<file path="src/hdl/hmac_rng_ctrl_pkg.sv">
package hmac_rng_ctrl_pkg;

  // ----------------------------------------
  // Host command opcodes
  // ----------------------------------------

  // Sampled every edge, no handshake
  // RUN_HOLD pauses mask output for one cycle only
  typedef enum logic [1:0] {
    CMD_NOP      = 2'b00,
    CMD_SEED     = 2'b01,
    CMD_RUN_HOLD = 2'b10,
    CMD_ZEROIZE  = 2'b11
  } rng_cmd_e;

  // ----------------------------------------
  // Combiner FSM states
  // ----------------------------------------

  // ALARM is sticky, left only through zeroize
  typedef enum logic [1:0] {
    ST_IDLE  = 2'b00,
    ST_RUN   = 2'b01,
    ST_ALARM = 2'b10
  } comb_state_e;

endpackage

</file>
<file path="src/hdl/hmac_rng_param_pkg.sv">
package hmac_rng_param_pkg;

  // ----------------------------------------
  // Randomness path widths
  // ----------------------------------------

  // LFSR state, seed and mask width
  // Taps 32/22/2/1 are only maximal for 32 bits
  parameter int RNG_WIDTH = 32;

  // ----------------------------------------
  // Repetition-count health test
  // ----------------------------------------

  // Consecutive equal mask words before alarm
  parameter int REP_LIMIT_DEFAULT = 4;

  // Counter width, covers limits up to 15
  parameter int REP_CNT_WIDTH = 4;

endpackage
</file>
<file path="src/hdl/hmac_mask_gen.sv">
`timescale 1ns/1ns

module hmac_mask_gen
#(
  // Health test limit, handed to the combiner
  parameter int REP_LIMIT = hmac_rng_param_pkg::REP_LIMIT_DEFAULT
)
(
  input  logic                                     clk,
  input  logic                                     reset_n,
  input  hmac_rng_ctrl_pkg::rng_cmd_e              cmd,
  input  logic [hmac_rng_param_pkg::RNG_WIDTH-1:0] seed_a,
  input  logic [hmac_rng_param_pkg::RNG_WIDTH-1:0] seed_b,
  output logic [hmac_rng_param_pkg::RNG_WIDTH-1:0] mask,
  output logic                                     mask_valid,
  output logic                                     alarm
);

  import hmac_rng_param_pkg::*;

  // ----------------------------------------
  // Internal wiring
  // ----------------------------------------

  // Raw words from each LFSR
  logic [RNG_WIDTH-1:0] rnd_a;
  logic [RNG_WIDTH-1:0] rnd_b;

  // Shared strobes, both LFSRs act together
  logic                 lfsr_load;
  logic                 lfsr_zeroize;

  // ----------------------------------------
  // Randomness sources
  // ----------------------------------------

  hmac_lfsr lfsr_a_i (
    .clk     (clk),
    .reset_n (reset_n),
    .zeroize (lfsr_zeroize),
    .en      (lfsr_load),
    .seed    (seed_a),
    .rnd     (rnd_a)
  );

  hmac_lfsr lfsr_b_i (
    .clk     (clk),
    .reset_n (reset_n),
    .zeroize (lfsr_zeroize),
    .en      (lfsr_load),
    .seed    (seed_b),
    .rnd     (rnd_b)
  );

  // ----------------------------------------
  // Mask combiner and health test
  // ----------------------------------------

  hmac_mask_combiner #(
    .REP_LIMIT (REP_LIMIT)
  ) combiner_i (
    .clk          (clk),
    .reset_n      (reset_n),
    .cmd          (cmd),
    .rnd_a        (rnd_a),
    .rnd_b        (rnd_b),
    .lfsr_load    (lfsr_load),
    .lfsr_zeroize (lfsr_zeroize),
    .mask         (mask),
    .mask_valid   (mask_valid),
    .alarm        (alarm)
  );

endmodule

</file>
<file path="src/hdl/hmac_mask_combiner.sv">
`timescale 1ns/1ns

module hmac_mask_combiner
#(
  // Equal words in a row before the alarm, at most 15
  parameter int REP_LIMIT = hmac_rng_param_pkg::REP_LIMIT_DEFAULT
)
(
  input  logic                                     clk,
  input  logic                                     reset_n,
  input  hmac_rng_ctrl_pkg::rng_cmd_e              cmd,
  input  logic [hmac_rng_param_pkg::RNG_WIDTH-1:0] rnd_a,
  input  logic [hmac_rng_param_pkg::RNG_WIDTH-1:0] rnd_b,
  output logic                                     lfsr_load,
  output logic                                     lfsr_zeroize,
  output logic [hmac_rng_param_pkg::RNG_WIDTH-1:0] mask,
  output logic                                     mask_valid,
  output logic                                     alarm
);

  import hmac_rng_param_pkg::*;
  import hmac_rng_ctrl_pkg::*;

  // ----------------------------------------
  // Declarations
  // ----------------------------------------

  comb_state_e              state_q;
  logic [RNG_WIDTH-1:0]     mask_q;
  logic                     valid_q;
  logic [RNG_WIDTH-1:0]     rnd_xor;
  logic [REP_CNT_WIDTH-1:0] rep_cnt_q;
  logic [REP_CNT_WIDTH-1:0] rep_cnt_next;
  logic                     word_repeat;
  logic                     rep_limit_hit;

  // ----------------------------------------
  // Command decode
  // ----------------------------------------

  // Strobes act on the same edge that samples cmd
  always_comb
  begin
    // Alarmed FSM must not reseed the LFSRs
    lfsr_load    = (cmd == CMD_SEED) && (state_q != ST_ALARM);
    lfsr_zeroize = (cmd == CMD_ZEROIZE);
  end

  // ----------------------------------------
  // Mask word and health test
  // ----------------------------------------

  // Two independent streams folded into one
  assign rnd_xor = rnd_a ^ rnd_b;

  // Zero count means no previous word in this run
  assign word_repeat = (rnd_xor == mask_q) && (rep_cnt_q != '0);

  // Restart at 1 on a fresh word
  assign rep_cnt_next = word_repeat ? rep_cnt_q + 1'b1 : REP_CNT_WIDTH'(1);

  // REP_LIMIT equal words already out, next edge trips
  assign rep_limit_hit = (rep_cnt_q == REP_CNT_WIDTH'(REP_LIMIT));

  // ----------------------------------------
  // Combiner FSM
  // ----------------------------------------

  always_ff @(posedge clk or negedge reset_n)
  begin
    if (!reset_n)
    begin
      state_q   <= ST_IDLE;
      mask_q    <= '0;
      valid_q   <= 1'b0;
      rep_cnt_q <= '0;
    end
    else if (cmd == CMD_ZEROIZE)
    begin
      // Wipe from any state, clears the alarm too
      state_q   <= ST_IDLE;
      mask_q    <= '0;
      valid_q   <= 1'b0;
      rep_cnt_q <= '0;
    end
    else
    begin
      case (state_q)
        ST_IDLE:
        begin
          // LFSRs take seeds now, first word next edge
          if (cmd == CMD_SEED)
            state_q <= ST_RUN;
        end
        ST_RUN:
        begin
          if (rep_limit_hit)
          begin
            // Stuck output, stop the stream
            state_q <= ST_ALARM;
            valid_q <= 1'b0;
          end
          else if (cmd == CMD_RUN_HOLD)
          begin
            // Keep the word, counter frozen
            valid_q <= 1'b0;
          end
          else
          begin
            // NOP or reseed, one word per edge
            mask_q    <= rnd_xor;
            valid_q   <= 1'b1;
            rep_cnt_q <= rep_cnt_next;
          end
        end
        ST_ALARM:
        begin
          // Sticky until zeroize
          state_q <= ST_ALARM;
        end
        default:
        begin
          state_q <= ST_IDLE;
        end
      endcase
    end
  end

  // ----------------------------------------
  // Outputs
  // ----------------------------------------

  assign mask       = mask_q;
  assign mask_valid = valid_q;
  assign alarm      = (state_q == ST_ALARM);

  // ----------------------------------------
  // Assertions
  // ----------------------------------------

  // Both LFSRs see one action per edge
  strobe_excl_a: assert property (
    @(posedge clk) disable iff (!reset_n)
    !(lfsr_load && lfsr_zeroize)
  );

  // Valid words only come out of the running state
  valid_in_run_a: assert property (
    @(posedge clk) disable iff (!reset_n)
    mask_valid |-> (state_q == ST_RUN)
  );

  // No mask reaches the consumer while alarmed
  alarm_blocks_valid_a: assert property (
    @(posedge clk) disable iff (!reset_n)
    alarm |-> !mask_valid
  );

endmodule

</file>
<file path="src/hdl/hmac_lfsr.sv">
`timescale 1ns/1ns

module hmac_lfsr
(
  input  logic                                     clk,
  input  logic                                     reset_n,
  input  logic                                     zeroize,
  // Seed load strobe
  input  logic                                     en,
  input  logic [hmac_rng_param_pkg::RNG_WIDTH-1:0] seed,
  output logic [hmac_rng_param_pkg::RNG_WIDTH-1:0] rnd
);

  import hmac_rng_param_pkg::*;

  // ----------------------------------------
  // State and counter registers
  // ----------------------------------------

  logic [RNG_WIDTH-1:0] state_q;
  logic [RNG_WIDTH-1:0] state_next;
  logic [RNG_WIDTH-1:0] cnt_q;
  logic [RNG_WIDTH-1:0] cnt_next;
  logic                 feedback;
  logic                 lockup;

  // Taps 32, 22, 2, 1 as bit indices 31, 21, 1, 0
  assign feedback = state_q[31] ^ state_q[21] ^ state_q[1] ^ state_q[0];

  // XNOR form, so all-ones is the dead state
  assign state_next = {state_q[RNG_WIDTH-2:0], ~feedback};

  // Dead state detect
  assign lockup = &state_q;

  // ----------------------------------------
  // LFSR update, first match wins
  // ----------------------------------------

  always_ff @(posedge clk or negedge reset_n)
  begin
    if (!reset_n)
      state_q <= '0;
    else if (zeroize)
      // Overwrite with a value unrelated to the seed
      state_q <= cnt_q;
    else if (en)
      state_q <= seed;
    else if (lockup)
      // Escape, counter never holds all-ones
      state_q <= cnt_q;
    else
      state_q <= state_next;
  end

  // ----------------------------------------
  // Free-running counter
  // ----------------------------------------

  assign cnt_next = cnt_q + 1'b1;

  // Wraps one step early so all-ones is never reached
  always_ff @(posedge clk or negedge reset_n)
  begin
    if (!reset_n)
      cnt_q <= '0;
    else if (&cnt_next)
      cnt_q <= '0;
    else
      cnt_q <= cnt_next;
  end

  assign rnd = state_q;

  // Lockup escape works within one cycle unless a load holds it there
  lockup_escape_a: assert property (
    @(posedge clk) disable iff (!reset_n)
    (lockup && !en) |=> !lockup
  );

endmodule

</file>
<file path="config.mk">
export PLATFORM = sky130hd
export DESIGN_NAME = hmac_mask_gen
export DESIGN_NICKNAME = d
export VERILOG_FILES = /design/src/hdl/hmac_rng_ctrl_pkg.sv /design/src/hdl/hmac_rng_param_pkg.sv /design/src/hdl/hmac_mask_gen.sv /design/src/hdl/hmac_mask_combiner.sv /design/src/hdl/hmac_lfsr.sv
export SDC_FILE = /design/constraint.sdc
export NUM_CORES = 1
export LEC_CHECK = 0
export BUFFER_PORTS_ARGS = -buffer_cell sky130_fd_sc_hd__buf_2
export CORE_ASPECT_RATIO = 0.75
export CORE_MARGIN = 2
export CORE_UTILIZATION = 49
export DETAILED_ROUTE_END_ITERATION = 10
export PLACE_DENSITY_LB_ADDON = 0.05
export SLEW_MARGIN = 20
export SYNTH_ARGS = -nofsm -noshare
export SYNTH_HDL_FRONTEND = slang
export SYNTH_SLANG_ARGS = --single-unit
</file>
<file path="constraint.sdc">
create_clock -name clk -period 4.7 [get_ports clk]
set_input_delay 0.235 -clock clk [delete_from_list [all_inputs] [get_ports clk]]
set_output_delay 0.235 -clock clk [all_outputs]
set_load 0.02 [all_outputs]
</file>
# Yosys cells after proc, flatten, opt, wreduce, memory -nomap -nowiden
# Index checks and enable logic that the tools add are counted.
# totals
register_bits	167
latchBits	0
ram_bits	0
mem_bits_ro	0
inputBits	68
output_inout_bits	34
n_memories	0
# op_classes
n_addsub	3
mul	0
n_div	0
magnitude_cmp	0
n_eq_ne	12
shifts	0
mux	25
bitwise_logic	9
n_reduce_logical	11
# op_table
operator	n
$mux W32	12
$reduce_and A32 Y1	4
$add A32 B1 Y32 const B	2
$eq A32 B32 Y1	1
$xor A32 B32 Y32	1
$mux W4	5
$eq A2 B2 Y1 const B	3
$mux W2	3
$ne A3 B1 Y1 const B	2
$pmux W2 S3	1
$xor A1 B1 Y1	6
$add A4 B1 Y4 const B	1
$eq A2 B1 Y1 const B	2
$eq A4 B3 Y1 const B	1
$mux W1	4
$ne A2 B1 Y1 const B	2
$reduce_bool A4 Y1	1
$reduce_and A3 Y1	1
$logic_and A1 B1 Y1	2
$logic_not A2 Y1	1
$ne A2 B2 Y1 const B	1
$not A1 Y1	2
$reduce_and A2 Y1	1
$reduce_bool A2 Y1	1

# Logic depth before layout (Yosys ltp)
# Gate-level depths: netlist (run 1).
# logic_depth
word_depth	8
mapped_depth	10

# Hierarchy
# From an unflattened synthesis (run 1), not the netlist that was laid out.
# unflattened
hier_cells	892
hier_area_um2	9466.6
# modules_own_cells
module	n_inst	cells_per_inst	area_per_inst_um2	seq_area_each_um2
hmac_lfsr	2	331	3547.2	1601.5
hmac_mask_combiner	1	230	2372.3	975.9

# Least setup slack after synthesis (run 1)
# Ideal clock, no wire load.
# synth_path
path_type	register to register
start	register lfsr_b_i.cnt_q[3]
end	register lfsr_b_i.cnt_q[24]
setup_time_ns	0.139
arrival_time_ns	2.300
path_slack_ns	2.260
stages_incl_launch_ff	10
path_buffers	3
synth_period_minus_slack_ns	2.440
cell_sequence	dfrtp_1 > clkbuf_2 > nand3_1 > or4_4 > buf_6 > a211oi_1 > o211ai_1 > nor4_4 > buf_6 > a21oi_1
# synth_between
elab_chain_cells	3
# synth_lines
item	line_no	text
start, declared	hmac_lfsr.sv:22	logic [RNG_WIDTH-1:0] cnt_q;
start signal, assigned	hmac_lfsr.sv:70	cnt_q <= cnt_next;
$add A32 B1 Y32 *	hmac_lfsr.sv:60	assign cnt_next = cnt_q + 1'b1;
$reduce_and A32 Y1	hmac_lfsr.sv:67	else if (&cnt_next)
$mux W32 *	hmac_lfsr.sv:67	
# Every way passes the cells marked *; elsewhere a longest branch is shown, timed or not.
# A chain may end at the register's enable or synchronous reset.

# Final worst setup path (run 1)
# layout_path
start	register lfsr_a_i.cnt_q[3]
end	register lfsr_a_i.cnt_q[11]
# layout_between
elab_chain_cells	3
# layout_lines
item	line_no
start, declared	hmac_lfsr.sv:22
start signal, assigned	hmac_lfsr.sv:70
$add A32 B1 Y32 *	hmac_lfsr.sv:60
$reduce_and A32 Y1	hmac_lfsr.sv:67
$mux W32 *	hmac_lfsr.sv:67
# Marks and branches as above.

==> results list, run 1 <==
- Across the VDD grid, the largest voltage drop is around 280 uV.
* Die Footprint: 20800 um2
* Proportion of layout cells with a drive suffix above 1: between 15 and 20%
- Adding up every negative setup slack in the final design gives 0 ps.
- Antenna Nets Post-Route: 0
- Counting flops and latches in the post-synthesis netlist gives 167.
- At the worst endpoint, the required time is between 4000 and 5000 ps.
- When the netlist entered floorplanning its net count stood at around 1100.
- Delay of the slowest cell on the worst path: between 800 and 900 ps
* Total gr overflow: 0
- Hold slack: approximately 76 ps
- Number of hold-repair buffers added at the cts stage: 1
- Critical path's slowest cell: sky130_fd_sc_hd__nor4_2
* Clock transition time at the flip-flop clock pins of the worst setup and hold paths: 70 ps
- Measured in cells, the most critical reg-to-reg path has a length of 7.
* Endpoints failing hold: 0
- By startpoint and endpoint, the worst setup path is classified as register to register.
* Number of nets at the end of the flow: between 1000 and 1500
- Synthesis produced 1010 cells.
- The number of global-route vias before repair is approximately 7600.
- In this run the post-CTS setup repair buffer count came out at 0.
- For this run, the leading register cell type out of synthesis is sky130_fd_sc_hd__dfrtp_1.
* Async S/R FF share, synth: 100%
- For this run, the top clock speed supported by timing is around 0.28 GHz.
* Area added between synthesis and finish: 13.2%
* Number of detailed-route iterations in the first pass: 5
- Synth warn: 0
- Chip Height: between 100 and 150 um
- Number of cell rows: 44
* Core region area: roughly 19000 um2
- The final count of pins violating max slew came to 0.
* Endpoint of the worst hold-timing path: lfsr_b_i.rnd[21]
* Crit Reg-Reg Startpoint: lfsr_a_i.cnt_q[3]
- Starting Density: about half
- The worst setup path is captured at a register.
* Avg Synthesized Cell Area: around 9.5 um2
- Worst endpoint data arrival time: 3810 ps
- Critical Path Fanout Max: 20
* Worst slew margin relative to its limit: approximately 33%
- CP cell instances: nand4_1, nor4_2, nand3_1, xor2_1, nor4_4, buf_4, a21oi_1
- In this run the register-to-register setup slack is ~1200 ps.
- Number of antenna violations at the first check in global routing: 0
- In this run, distinct cell masters in the synthesized netlist total between 50 and 60.
* Number of buffers created by CTS: 17
- Setup repair after global routing left no endpoint under its margin.
- The worst path uses between 70% and 80% of the clock period.
- Clock latency of the later-clocked register in the worst-skew pair: approximately 430 ps
- Clk sink count: between 150 and 200
- Entering global routing, the biggest net connects a little under 90 pins.
* H-Tree Depth: 4
* Number of design-rule violations left by the first detailed-router iteration: 838
- Outcome: completed
- After synthesis, flip-flops and latches occupy between 40% and 50% of the total area.
- Worst Setup Start Kind: register
* Top cells by area, synth: sky130_fd_sc_hd__dfrtp_1, sky130_fd_sc_hd__xnor3_1, sky130_fd_sc_hd__xnor2_1
- TritonCTS clock tree: done
- Total power consumption of the routed design: 5.05 mW
- Number of buffers between clock root and the deepest sink: 2
* Slew at the pin closest to its max-slew limit: around 1000 ps
* Endpoint of the lowest-slack register-to-register path: lfsr_a_i.cnt_q[11]
- For this run, the total global-route usage over all layers was measured as about 28%.
- Measured along the x axis, the die boundary spans approximately 170 um.
- Largest area contributor in the synthesized netlist: sky130_fd_sc_hd__dfrtp_1
* Number of synthesized flops with an enable pin: 0
* Max_cap viols: 0
* Worst clock skew: 7.56 ps
- The repair_antennas step left the layout with diodes totalling 0.
- After detailed routing, the total wire length is 28900 um.
- GRT met3 Usage: roughly 7%
- In this run the cell area of the synthesized design comes to ~9600 um2.
- Post-cts resize count: 0
- Power per unit of standard cell area: 463 nW/um2
* Period minus WS final: roughly 3500 ps
- Tracing the worst setup path back leads to its startpoint at lfsr_a_i.cnt_q[3].
- Via count: a little over 8000
* Count of boundary I/O pins: roughly 100
- In the final routed layout, each cell accounts on average for approximately 22 um.
- The first global-routing pass estimated 45400 um of wire.
- Input and output buffers added on the ports amount to between 100 and 150.
* DRC Markers: 0
* Cell depth of the worst min-delay path: 3
- At the end of routability-driven placement, the weighted congestion stood at 0.954.
* Area fraction of the dominant cell type after synthesis: between 40% and 50%
- In this run the static leakage power is about 4.8 nW.
- Core occupancy in the finished layout: 56.4%
- GRT met2 Usage: 36.6%
- Worst Hold Launch: seed_b[21]
- Clock tree synthesis selected as its root buffer the cell sky130_fd_sc_hd__clkbuf_16.
- Via density: between 6 and 7
* Final setup fails: 0
* Path type of the worst min-delay path: input port to register
- The HPWL after detailed placement is about 21000 um.
* Global route hottest layer: met1
* Met1 capacity usage during global routing: 47.2%
## synth_stat cells (7+ instances only)
| cell type | count |
|---|---|
| sky130_fd_sc_hd__clkbuf_1 | 55 |
| sky130_fd_sc_hd__nor4_2 | 8 |
| sky130_fd_sc_hd__o22ai_1 | 62 |
| sky130_fd_sc_hd__nor4_1 | 17 |
| sky130_fd_sc_hd__a21oi_2 | 24 |
| sky130_fd_sc_hd__xnor2_1 | 66 |
| sky130_fd_sc_hd__and2_1 | 8 |
| sky130_fd_sc_hd__nand2_1 | 64 |
| sky130_fd_sc_hd__nor3_1 | 17 |
| sky130_fd_sc_hd__inv_1 | 11 |
| sky130_fd_sc_hd__buf_2 | 14 |
| sky130_fd_sc_hd__nand3b_1 | 8 |
| sky130_fd_sc_hd__and3_1 | 7 |
| sky130_fd_sc_hd__xor2_1 | 34 |
| sky130_fd_sc_hd__nor2_1 | 88 |
| sky130_fd_sc_hd__xnor3_1 | 27 |
| sky130_fd_sc_hd__nand4_1 | 44 |
| sky130_fd_sc_hd__a31oi_1 | 12 |
| sky130_fd_sc_hd__a21oi_1 | 102 |
| sky130_fd_sc_hd__nand3_1 | 68 |
| sky130_fd_sc_hd__o21ai_0 | 36 |
| sky130_fd_sc_hd__ha_1 | 9 |
| sky130_fd_sc_hd__dfrtp_1 | 167 |
## where the power goes
group	total, mW	internal [mW]	switching, mW
sequential	2.05	1.69	0.357
clock	1.54	0.952	0.588
combinational	1.46	0.686	0.773
total	5.05	3.33	1.72
## critical path, delay by kind of cell (launching register included)
family	cells	cell delay [ps]
AOI/OAI and AO/OA	1	120
xor gates and xnor gates	1	240
buffers and inverters	1	380
DFF	1	440
and+or+nand+nor	4	2190
## through the flow
stage / area (um2) / setup WS, ps / std cells
after global placement: 10300 / 1440 / 1301
final: 10900 / 1180 / 1332
after floorplan: 9630 / 2260 / 1010
after CTS: 10900 / 1210 / 1332
after global routing: 10900 / 957 / 1332
after detailed placement: 10300 / 1270 / 1301
## worst max-delay path by stage
stage | endpoint | slack, ps | cells after the start
finish | lfsr_a_i.cnt_q[11] | 1180 | 7
global route | lfsr_a_i.cnt_q[11] | 960 | 7
CTS | lfsr_a_i.cnt_q[11] | 1210 | 7
detailed placement | lfsr_a_i.cnt_q[11] | 1270 | 7
global placement | lfsr_a_i.cnt_q[11] | 1440 | 7
floorplan | lfsr_b_i.cnt_q[24] | 2260 | 9
## metal layers
metal | routed length (um) | up-vias
met5 | 0 | -
met4 | 215 | 0
met3 | 2460 | 16
met2 | 11500 | 361
met1 | 14800 | 3971
li1 | - | 3775
## logic make-up after synthesis
| family | synth area share [%] |
|---|---|
| XOR/XNOR | 15.4 |
| adder cells (fa/ha/maj) | 1.17 |
| buffers and inverters | 3.94 |
| multiplexers | 0.325 |
| flip-flops | 43.4 |
| AO/OA/AOI/OAI | 16.1 |
| AND/OR/NAND/NOR | 19.7 |
## cells in the final DEF, fill, tap and decap left out, types with 5 or more instances in the layout
cell / synthesis / final
sky130_fd_sc_hd__bufinv_16: 0 / 5
sky130_fd_sc_hd__clkbuf_16: 0 / 17
sky130_fd_sc_hd__and3_1: 7 / 7
sky130_fd_sc_hd__xor2_1: 34 / 34
sky130_fd_sc_hd__nand4_1: 44 / 44
sky130_fd_sc_hd__nor3_1: 17 / 17
sky130_fd_sc_hd__xnor2_1: 66 / 66
sky130_fd_sc_hd__nor4_2: 8 / 6
sky130_fd_sc_hd__nor2_1: 88 / 88
sky130_fd_sc_hd__ha_1: 9 / 9
sky130_fd_sc_hd__a21oi_1: 102 / 102
sky130_fd_sc_hd__nor4_1: 17 / 17
sky130_fd_sc_hd__nand3_1: 68 / 68
sky130_fd_sc_hd__o22ai_1: 62 / 62
sky130_fd_sc_hd__nand2_1: 64 / 61
sky130_fd_sc_hd__inv_1: 11 / 11
sky130_fd_sc_hd__nand3b_1: 8 / 8
sky130_fd_sc_hd__o21ai_0: 36 / 36
sky130_fd_sc_hd__buf_4: 0 / 14
sky130_fd_sc_hd__buf_2: 14 / 100
sky130_fd_sc_hd__a31oi_1: 12 / 11
sky130_fd_sc_hd__xnor3_1: 27 / 27
sky130_fd_sc_hd__a21oi_2: 24 / 24
sky130_fd_sc_hd__dfrtp_1: 167 / 167
sky130_fd_sc_hd__and2_1: 8 / 8
## flip-flops by register name, indices dropped and copies added, names as in the netlist
name	flops
combiner_i.mask	32
lfsr_a_i.cnt_q	32
lfsr_a_i.rnd	32
lfsr_b_i.cnt_q	32
lfsr_b_i.rnd	32
combiner_i.rep_cnt_q	4
combiner_i.state_q	2
combiner_i.mask_valid	1
## cell type report
| cell class | count | area [um2] |
|---|---|---|
| Multi-Input combinational cell | 755 | 5110 |
| Timing Repair Buffer | 116 | 627 |
| Fill cell | 1732 | 8420 |
| Tap cell | 253 | 317 |
| Sequential cell | 167 | 4180 |
| Clock buffer | 22 | 454 |
| Clock inverter | 8 | 173 |
| Inverter | 11 | 41.3 |
Power figures use the tool's default switching activity.
==> run 2, diff against run 1 <==
==> constraint.sdc (replaced) <==
create_clock -name clk -period 3.2 [get_ports clk]
set_input_delay 0.16 -clock clk [delete_from_list [all_inputs] [get_ports clk]]
set_output_delay 0.16 -clock clk [all_outputs]
set_load 0.02 [all_outputs]
==> results list, run 2 (same netlist as run 1, synthesis figures left out) <==
- The run finished with clean final reports.
- Via count of the first global-routing pass: 7599 (+0.30%)
* Cell at the root of the clock tree: sky130_fd_sc_hd__clkbuf_16
- Pleak: 4.91 nW (+3.0%)
* Via count: 8251 (+1.6%)
- The floorplan die area is 20800 um2 (unchanged).
- The layout net count came to 1167 (+1.9%).
- H-Tree Depth: 4 (unchanged)
* Number of antenna violations at the first check in global routing: 1 (+1)
- The final count of pins violating max slew came to 0 (unchanged).
* Critical path's slowest cell: sky130_fd_sc_hd__nor4_2
* Core region area: 19300 um2 (unchanged)
- The per-cell via count in the routed design came to 6.08 (-0.22%).
- The number of setup violations in the final report was 0 (unchanged).
- The number of placement rows is 44 (unchanged).
- The transition time of the tightest slew-check pin came to 1100 ps (+95.4 ps).
- Total of buffers placed on input and output ports: 101 (unchanged)
- The path class of the tightest hold or removal check is input port to register.
- The biggest cell delay along the critical path came to 650 ps (-160 ps).
- Starting Density: 49.8% (unchanged)
- The fraction of final layout cells sized beyond drive strength 1 is 18.9% (+1.8 points).
- The total of hold buffers inserted after clock tree synthesis was 4 (+3).
* Area added between synthesis and finish: 15.5%
- The footprint of the flip-flops and latches came to 4180 um2 (unchanged).
- The core utilization of the finished layout was 57.5% (+1.1 points).
- The buffers inserted during post-CTS setup optimization is 0 (unchanged).
* Power per unit of standard cell area: 668 nW/um2 (+44%)
* Worst slew margin relative to its limit: 26.5% (-6.2 points)
* Worst endpoint data arrival time: 3130 ps (-680 ps)
* Max rail drop VDD: 538 uV (+89%)
- Post-cts resize count: 0 (unchanged)
- The clock edge transition at the registers on the reported setup and hold paths was 70 ps (about the same).
- Commonest cells after routing, fill and taps aside: sky130_fd_sc_hd__dfrtp_1, sky130_fd_sc_hd__a21oi_1, sky130_fd_sc_hd__buf_2
- The critical path data required time is 3500 ps (-1490 ps).
* Antenna Nets Post-Route: 0 (unchanged)
- TritonCTS built the clock tree.
- Endpoints failing hold: 0 (unchanged)
- The cell family contributing the most delay on the critical path is simple AND/OR/NAND/NOR gates.
* Most frequent standard cell in the layout excluding fill and tap cells: sky130_fd_sc_hd__dfrtp_1
- Final Routed Wirelength: 29100 um (+0.72%)
- Max_cap viols: 0 (unchanged)
* First-pass GRT wire length: 45700 um (+0.68%)
- Count of boundary I/O pins: 102 (unchanged)
- Hold slack: 14.1 ps (-62.2 ps)
- Unrepaired setup endpoints after global routing: no
* Buf+Inv Stages, Crit Path: 1 (unchanged)
- The post-route clock skew is 13.2 ps (+5.67 ps).
- Critical Path Fanout Max: 23 (+15%)
- Total power consumption of the routed design: 7.43 mW (+47%)
- The weighted congestion reported at the end of routability-driven placement came to 0.959 (+0.57%).
- The clock latency on the worst-skew pair is 430 ps (about the same).
- Number of design-rule violations left by the first detailed-router iteration: 903 (+7.8%)
- The routed wire length per instance is 21.5 um (-1.1%).
- DRC Markers: 0 (unchanged)
* Chip Height: 125 um (unchanged)
- Period minus WS final: 2830 ps (-690 ps)
- Worst Setup Start Kind: register
* Number of buffers created by CTS: 17 (unchanged)
* Ratio of final minimum period to clock period: 88.4% (+14 points)
- The total global routing overflow is 0 (unchanged).
- Number of detailed-route iterations in the first pass: 5 (unchanged)
- The overall fraction of global-route tracks in use was 28.4% (+0.039 points).
- The number of buffers between clock root and the deepest sink was 2 (unchanged).
- CP cell instances: nand4_1, nor4_2, and4b_1, o311ai_1, nor4_4, buf_4, a21oi_1
* Dpl hpwl: 21000 um (+1.5%)
- The final antenna diode count came to 0 (unchanged).
- The die boundary width was 166 um (unchanged).
* Maximum achievable frequency: 0.353 GHz (+24%)
- Critical path endpoint category: register
- Filler Cell Count: 1697 (-2.0%)
- The pin count of the biggest net entering global routing is 100 (+12%).
- The TritonCTS sink count is 167 (unchanged).
- The critical path is of the register to register type.
- Total Neg Setup Slack: 0 ps (unchanged)
- The multi-input logic area was 5110 um2 (about the same).
[run 2: cell types whose count changed in the layout (fill, tap and decap cells not counted), moves of 2 or more]
| cell | before | now |
|---|---|---|
| sky130_fd_sc_hd__dlygate4sd3_1 | 1 | 4 |
| sky130_fd_sc_hd__clkbuf_8 | 1 | 4 |
| sky130_fd_sc_hd__buf_4 | 14 | 31 |
| sky130_fd_sc_hd__clkinv_4 | 0 | 4 |
| sky130_fd_sc_hd__clkbuf_1 | 4 | 1 |
| sky130_fd_sc_hd__buf_12 | 0 | 2 |
| sky130_fd_sc_hd__clkinvlp_4 | 3 | 1 |
[run 2: through the flow]
stage	area, um2	setup WS, ps	cells
after floorplan	9630	760	1010
after global placement	10400	485	1320
after detailed placement	10400	453	1320
after CTS	11100	432	1356
after global routing	11100	192	1356
final	11100	370	1356
[run 2: worst reg2reg max path, delay by kind of cell (launching register included)]
kind,cells,cell delay (ps)
buf+inv,1,320
flops,1,440
simple gates,4,1670
compound gates,2,270
[run 2: power breakdown]
group          switching (mW)  internal, mW
clock                   0.878          1.40
combinational            1.12          1.02
sequential              0.521          2.49
[run 2: layout make-up]
class	count	share of cell area, %
Multi-Input combinational cell	755	45.9
Sequential cell	167	37.6
Timing Repair Buffer	138	7.41
Clock buffer	22	4.35
Tap cell	253	2.85
Clock inverter	10	1.51
Inverter	11	0.371
[run 2: worst paths after layout]
kind / startpoint / endpoint / depth (start not counted) / slack [ps]
max in group asynchronous: reset_n / lfsr_b_i.cnt_q[26] / 3 / 2060
min in group asynchronous: reset_n / lfsr_b_i.rnd[8] / 2 / 270
worst max-delay path: lfsr_a_i.cnt_q[4] / lfsr_a_i.cnt_q[19] / 7 / 370
worst min-delay path: seed_a[13] / lfsr_a_i.rnd[13] / 3 / 10
worst max register to register: lfsr_a_i.cnt_q[4] / lfsr_a_i.cnt_q[19] / 7 / 370
worst min register to register: combiner_i.mask_valid / combiner_i.mask_valid / 2 / 520
[run 2: per-layer routing]
| metal | wire length [um] | vias to the layer above | global-route usage [%] |
|---|---|---|---|
| li1 | - | 3831 | - |
| met4 | 195 | 0 | 4.96 |
| met3 | 2330 | 15 | 5.57 |
| met1 | 14900 | 4039 | 47.7 |
| met2 | 11700 | 366 | 37.3 |
| met5 | 0 | - | 0 |
==> run 3, diff against run 2 <==
--- a/config.mk
+++ b/config.mk
@@ -11,7 +11,6 @@
 export CORE_UTILIZATION = 49
 export DETAILED_ROUTE_END_ITERATION = 10
 export PLACE_DENSITY_LB_ADDON = 0.05
-export SLEW_MARGIN = 20
 export SYNTH_ARGS = -nofsm -noshare
 export SYNTH_HDL_FRONTEND = slang
 export SYNTH_SLANG_ARGS = --single-unit
==> constraint.sdc (replaced) <==
create_clock -name clk -period 3.2 [get_ports clk]
set_input_delay 0.32 -clock clk [delete_from_list [all_inputs] [get_ports clk]]
set_output_delay 0.32 -clock clk [all_outputs]
set_load 0.02 [all_outputs]
==> results list, run 3 (same netlist as run 1, synthesis figures left out) <==
- Hold slack: 166 ps (+152 ps)
- Weighted congestion reported at the end of routability-driven placement: 0.959 (about the same)
* Outcome: completed
* Count of boundary I/O pins: 102 (unchanged)
- Via count of the first global-routing pass: 7644 (+0.59%)
- First-pass GRT wire length: 46000 um (+0.56%)
- Pleak: 4.87 nW (-0.75%)
* Antenna Nets Post-Route: 0 (unchanged)
* # placed instances: 1320 (unchanged)
- Clock transition time at the flip-flop clock pins of the worst setup and hold paths: 60 ps (about the same)
* Core occupancy in the finished layout: 57.2% (-0.32 points)
- Path type of the worst min-delay path: input port to register
- Number of detailed-route iterations in the first pass: 7 (+2)
- The floorplan die height came to 125 um (unchanged).
- Buffer count from post-CTS setup fixing: 0 (unchanged)
- Cell Int Power: 4.83 mW (-1.4%)
- Number of standard cells in the final layout excluding fillers: 1352 (-0.29%)
- Commonest cells after routing, fill and taps aside: sky130_fd_sc_hd__dfrtp_1, sky130_fd_sc_hd__a21oi_1, sky130_fd_sc_hd__buf_2
* Worst endpoint data arrival time: 3080 ps (-50 ps)
- Max_cap viols: 0 (unchanged)
- Total gr overflow: 0 (unchanged)
- Number of hold-repair buffers added at the cts stage: 1 (-3)
- Number of nets at the end of the flow: 1164 (-0.26%)
- The number of levels in the clock H-tree is 4 (unchanged).
- Setup WS pre-CTS: 495 ps (+41.4 ps)
- Number of cell rows: 44 (unchanged)
- Number of buffers created by CTS: 17 (unchanged)
- The clock latency on the worst-skew pair is 430 ps (about the same).
* Worst slew margin relative to its limit: 24.7% (-1.8 points)
- Total of buffers placed on input and output ports: 101 (unchanged)
* Final Routed Wirelength: 29100 um (-0.10%)
- The library cell used most frequently in the layout, excluding fill and tap cells, is sky130_fd_sc_hd__dfrtp_1.
* Proportion of total power due to net switching: 34.4% (+0.40 points)
* Ratio of final minimum period to clock period: 87.1% (-1.4 points)
* Number of buffers between clock root and the deepest sink: 2 (unchanged)
* Net switching power figure: 2.53 mW (+0.34%)
- The final cell area excluding filler cells came to 11100 um2 (-0.56%).
- Via count: 8249 (-0.024%)
* Dpl cell area: 10400 um2 (unchanged)
- The DRC violation total after the first TritonRoute iteration came to 1039 (+15%).
- The routed wire length per instance came to 21.5 um (+0.19%).
- Setup WS post-layout: 413 ps (+43.4 ps)
- Maximum number of pins on one net before global-route repair: 100 (unchanged)
- The final sum of negative setup slack came to 0 ps (unchanged).
- The clock network fraction of design power was 30.1% (-0.5 points).
* Starting Density: 49.8% (unchanged)
- TritonCTS built the clock tree.
- DRC Markers: 0 (unchanged)
- The worst setup path is launched from a register.
* Diodes inserted: 0 (unchanged)
- Total power consumption of the routed design: 7.36 mW (-0.82%)
* Critical path endpoint category: register
* Fraction of power consumed by combinational cells: 29.1% (+0.2 points)
- The initial antenna violation count is 0 (-1).
* Type of the worst setup path: register to register
- Period minus WS final: 2790 ps (-43.4 ps)
- Max rail drop VDD: 468 uV (-13%)
- Setup repair after global routing left no endpoint under its margin.
* Final setup fails: 0 (unchanged)
* Maximum achievable frequency: 0.359 GHz (+1.6%)
- The final number of hold-violating endpoints was 0 (unchanged).
* Total Routing Usage GR: 28.6% (+0.25 points)
- Power per unit of standard cell area: 666 nW/um2 (-0.26%)
* Via density: 6.10 (+0.27%)
* Post-cts resize count: 0 (unchanged)
- The placeable core region came to 19300 um2 (unchanged).
* Critical Path Fanout Max: 20 (-13%)
- Compared with the post-synthesis result, the final layout area differs by 14.8%.
- The die boundary width was 166 um (unchanged).
- Max-slew violation count: 0 (unchanged)
- The post-route clock skew came to 7.74 ps (-5.48 ps).
* Cell at the root of the clock tree: sky130_fd_sc_hd__clkbuf_16
* CP required: 3490 ps (about the same)
- The fraction of final layout cells sized beyond drive strength 1 is 18.7% (-0.20 points).
- The post-DP HPWL is 21200 um (+0.86%).
- Sequential Power Share: 40.7% (+0.2 points)
- The TritonCTS sink count was 167 (unchanged).
- Slew at the pin closest to its max-slew limit: 1130 ps (+26.8 ps)
* Register-to-register path setup slack: 410 ps (+40 ps)
- Die Footprint: 20800 um2 (unchanged)
run 3: final cells by class:
cell class              instances  area (um2)
flip-flops and latches        167        4180
clock buffers                  20         447
fillers                      1739        8270
multi-input cells             755        5110
inverters                      11        41.3
repair buffers                135         795
well taps                     253         317
clock inverters                11         174
run 3: power by group through the flow:
stage	sequential (mW)	combinational (mW)	clock (mW)
2_1_floorplan	3.09	1.26	0
3_3_place_gp	3.02	2.10	0
3_5_place_dp	3.03	2.12	0
4_1_cts	2.99	2.15	2.24
5_1_grt	3.05	2.34	2.33
6_report	3.00	2.15	2.22
run 3: critical path, stage by stage (launching register included):
cell and delay, ps:
sky130_fd_sc_hd__dfrtp_1 500, sky130_fd_sc_hd__ha_1 310, sky130_fd_sc_hd__nand2_1 150, sky130_fd_sc_hd__nor4_1 360, sky130_fd_sc_hd__xor2_1 330, sky130_fd_sc_hd__o211ai_1 190, sky130_fd_sc_hd__nor4_4 300, sky130_fd_sc_hd__buf_4 370
sky130_fd_sc_hd__a21boi_0 140
run 3: routing by layer:
metal  vias up  GRT usage [%]  share of wire [%]
met5         -              0                  0
met2       401           36.6                 39
met1      4009           48.3                 51
li1       3815              -                  -
met4         0           5.83                1.0
met3        24           6.33                9.1
run 3: final timing paths:
kind                                             from                     to  depth (start not counted)
max in group asynchronous                     reset_n    combiner_i.mask[29]                          3
min in group asynchronous                     reset_n        lfsr_b_i.rnd[9]                          2
worst max register to register      lfsr_b_i.cnt_q[1]     lfsr_b_i.cnt_q[12]                          8
worst max-delay path                lfsr_b_i.cnt_q[1]     lfsr_b_i.cnt_q[12]                          8
worst min register to register  combiner_i.mask_valid  combiner_i.mask_valid                          2
worst min-delay path                       seed_a[13]       lfsr_a_i.rnd[13]                          3
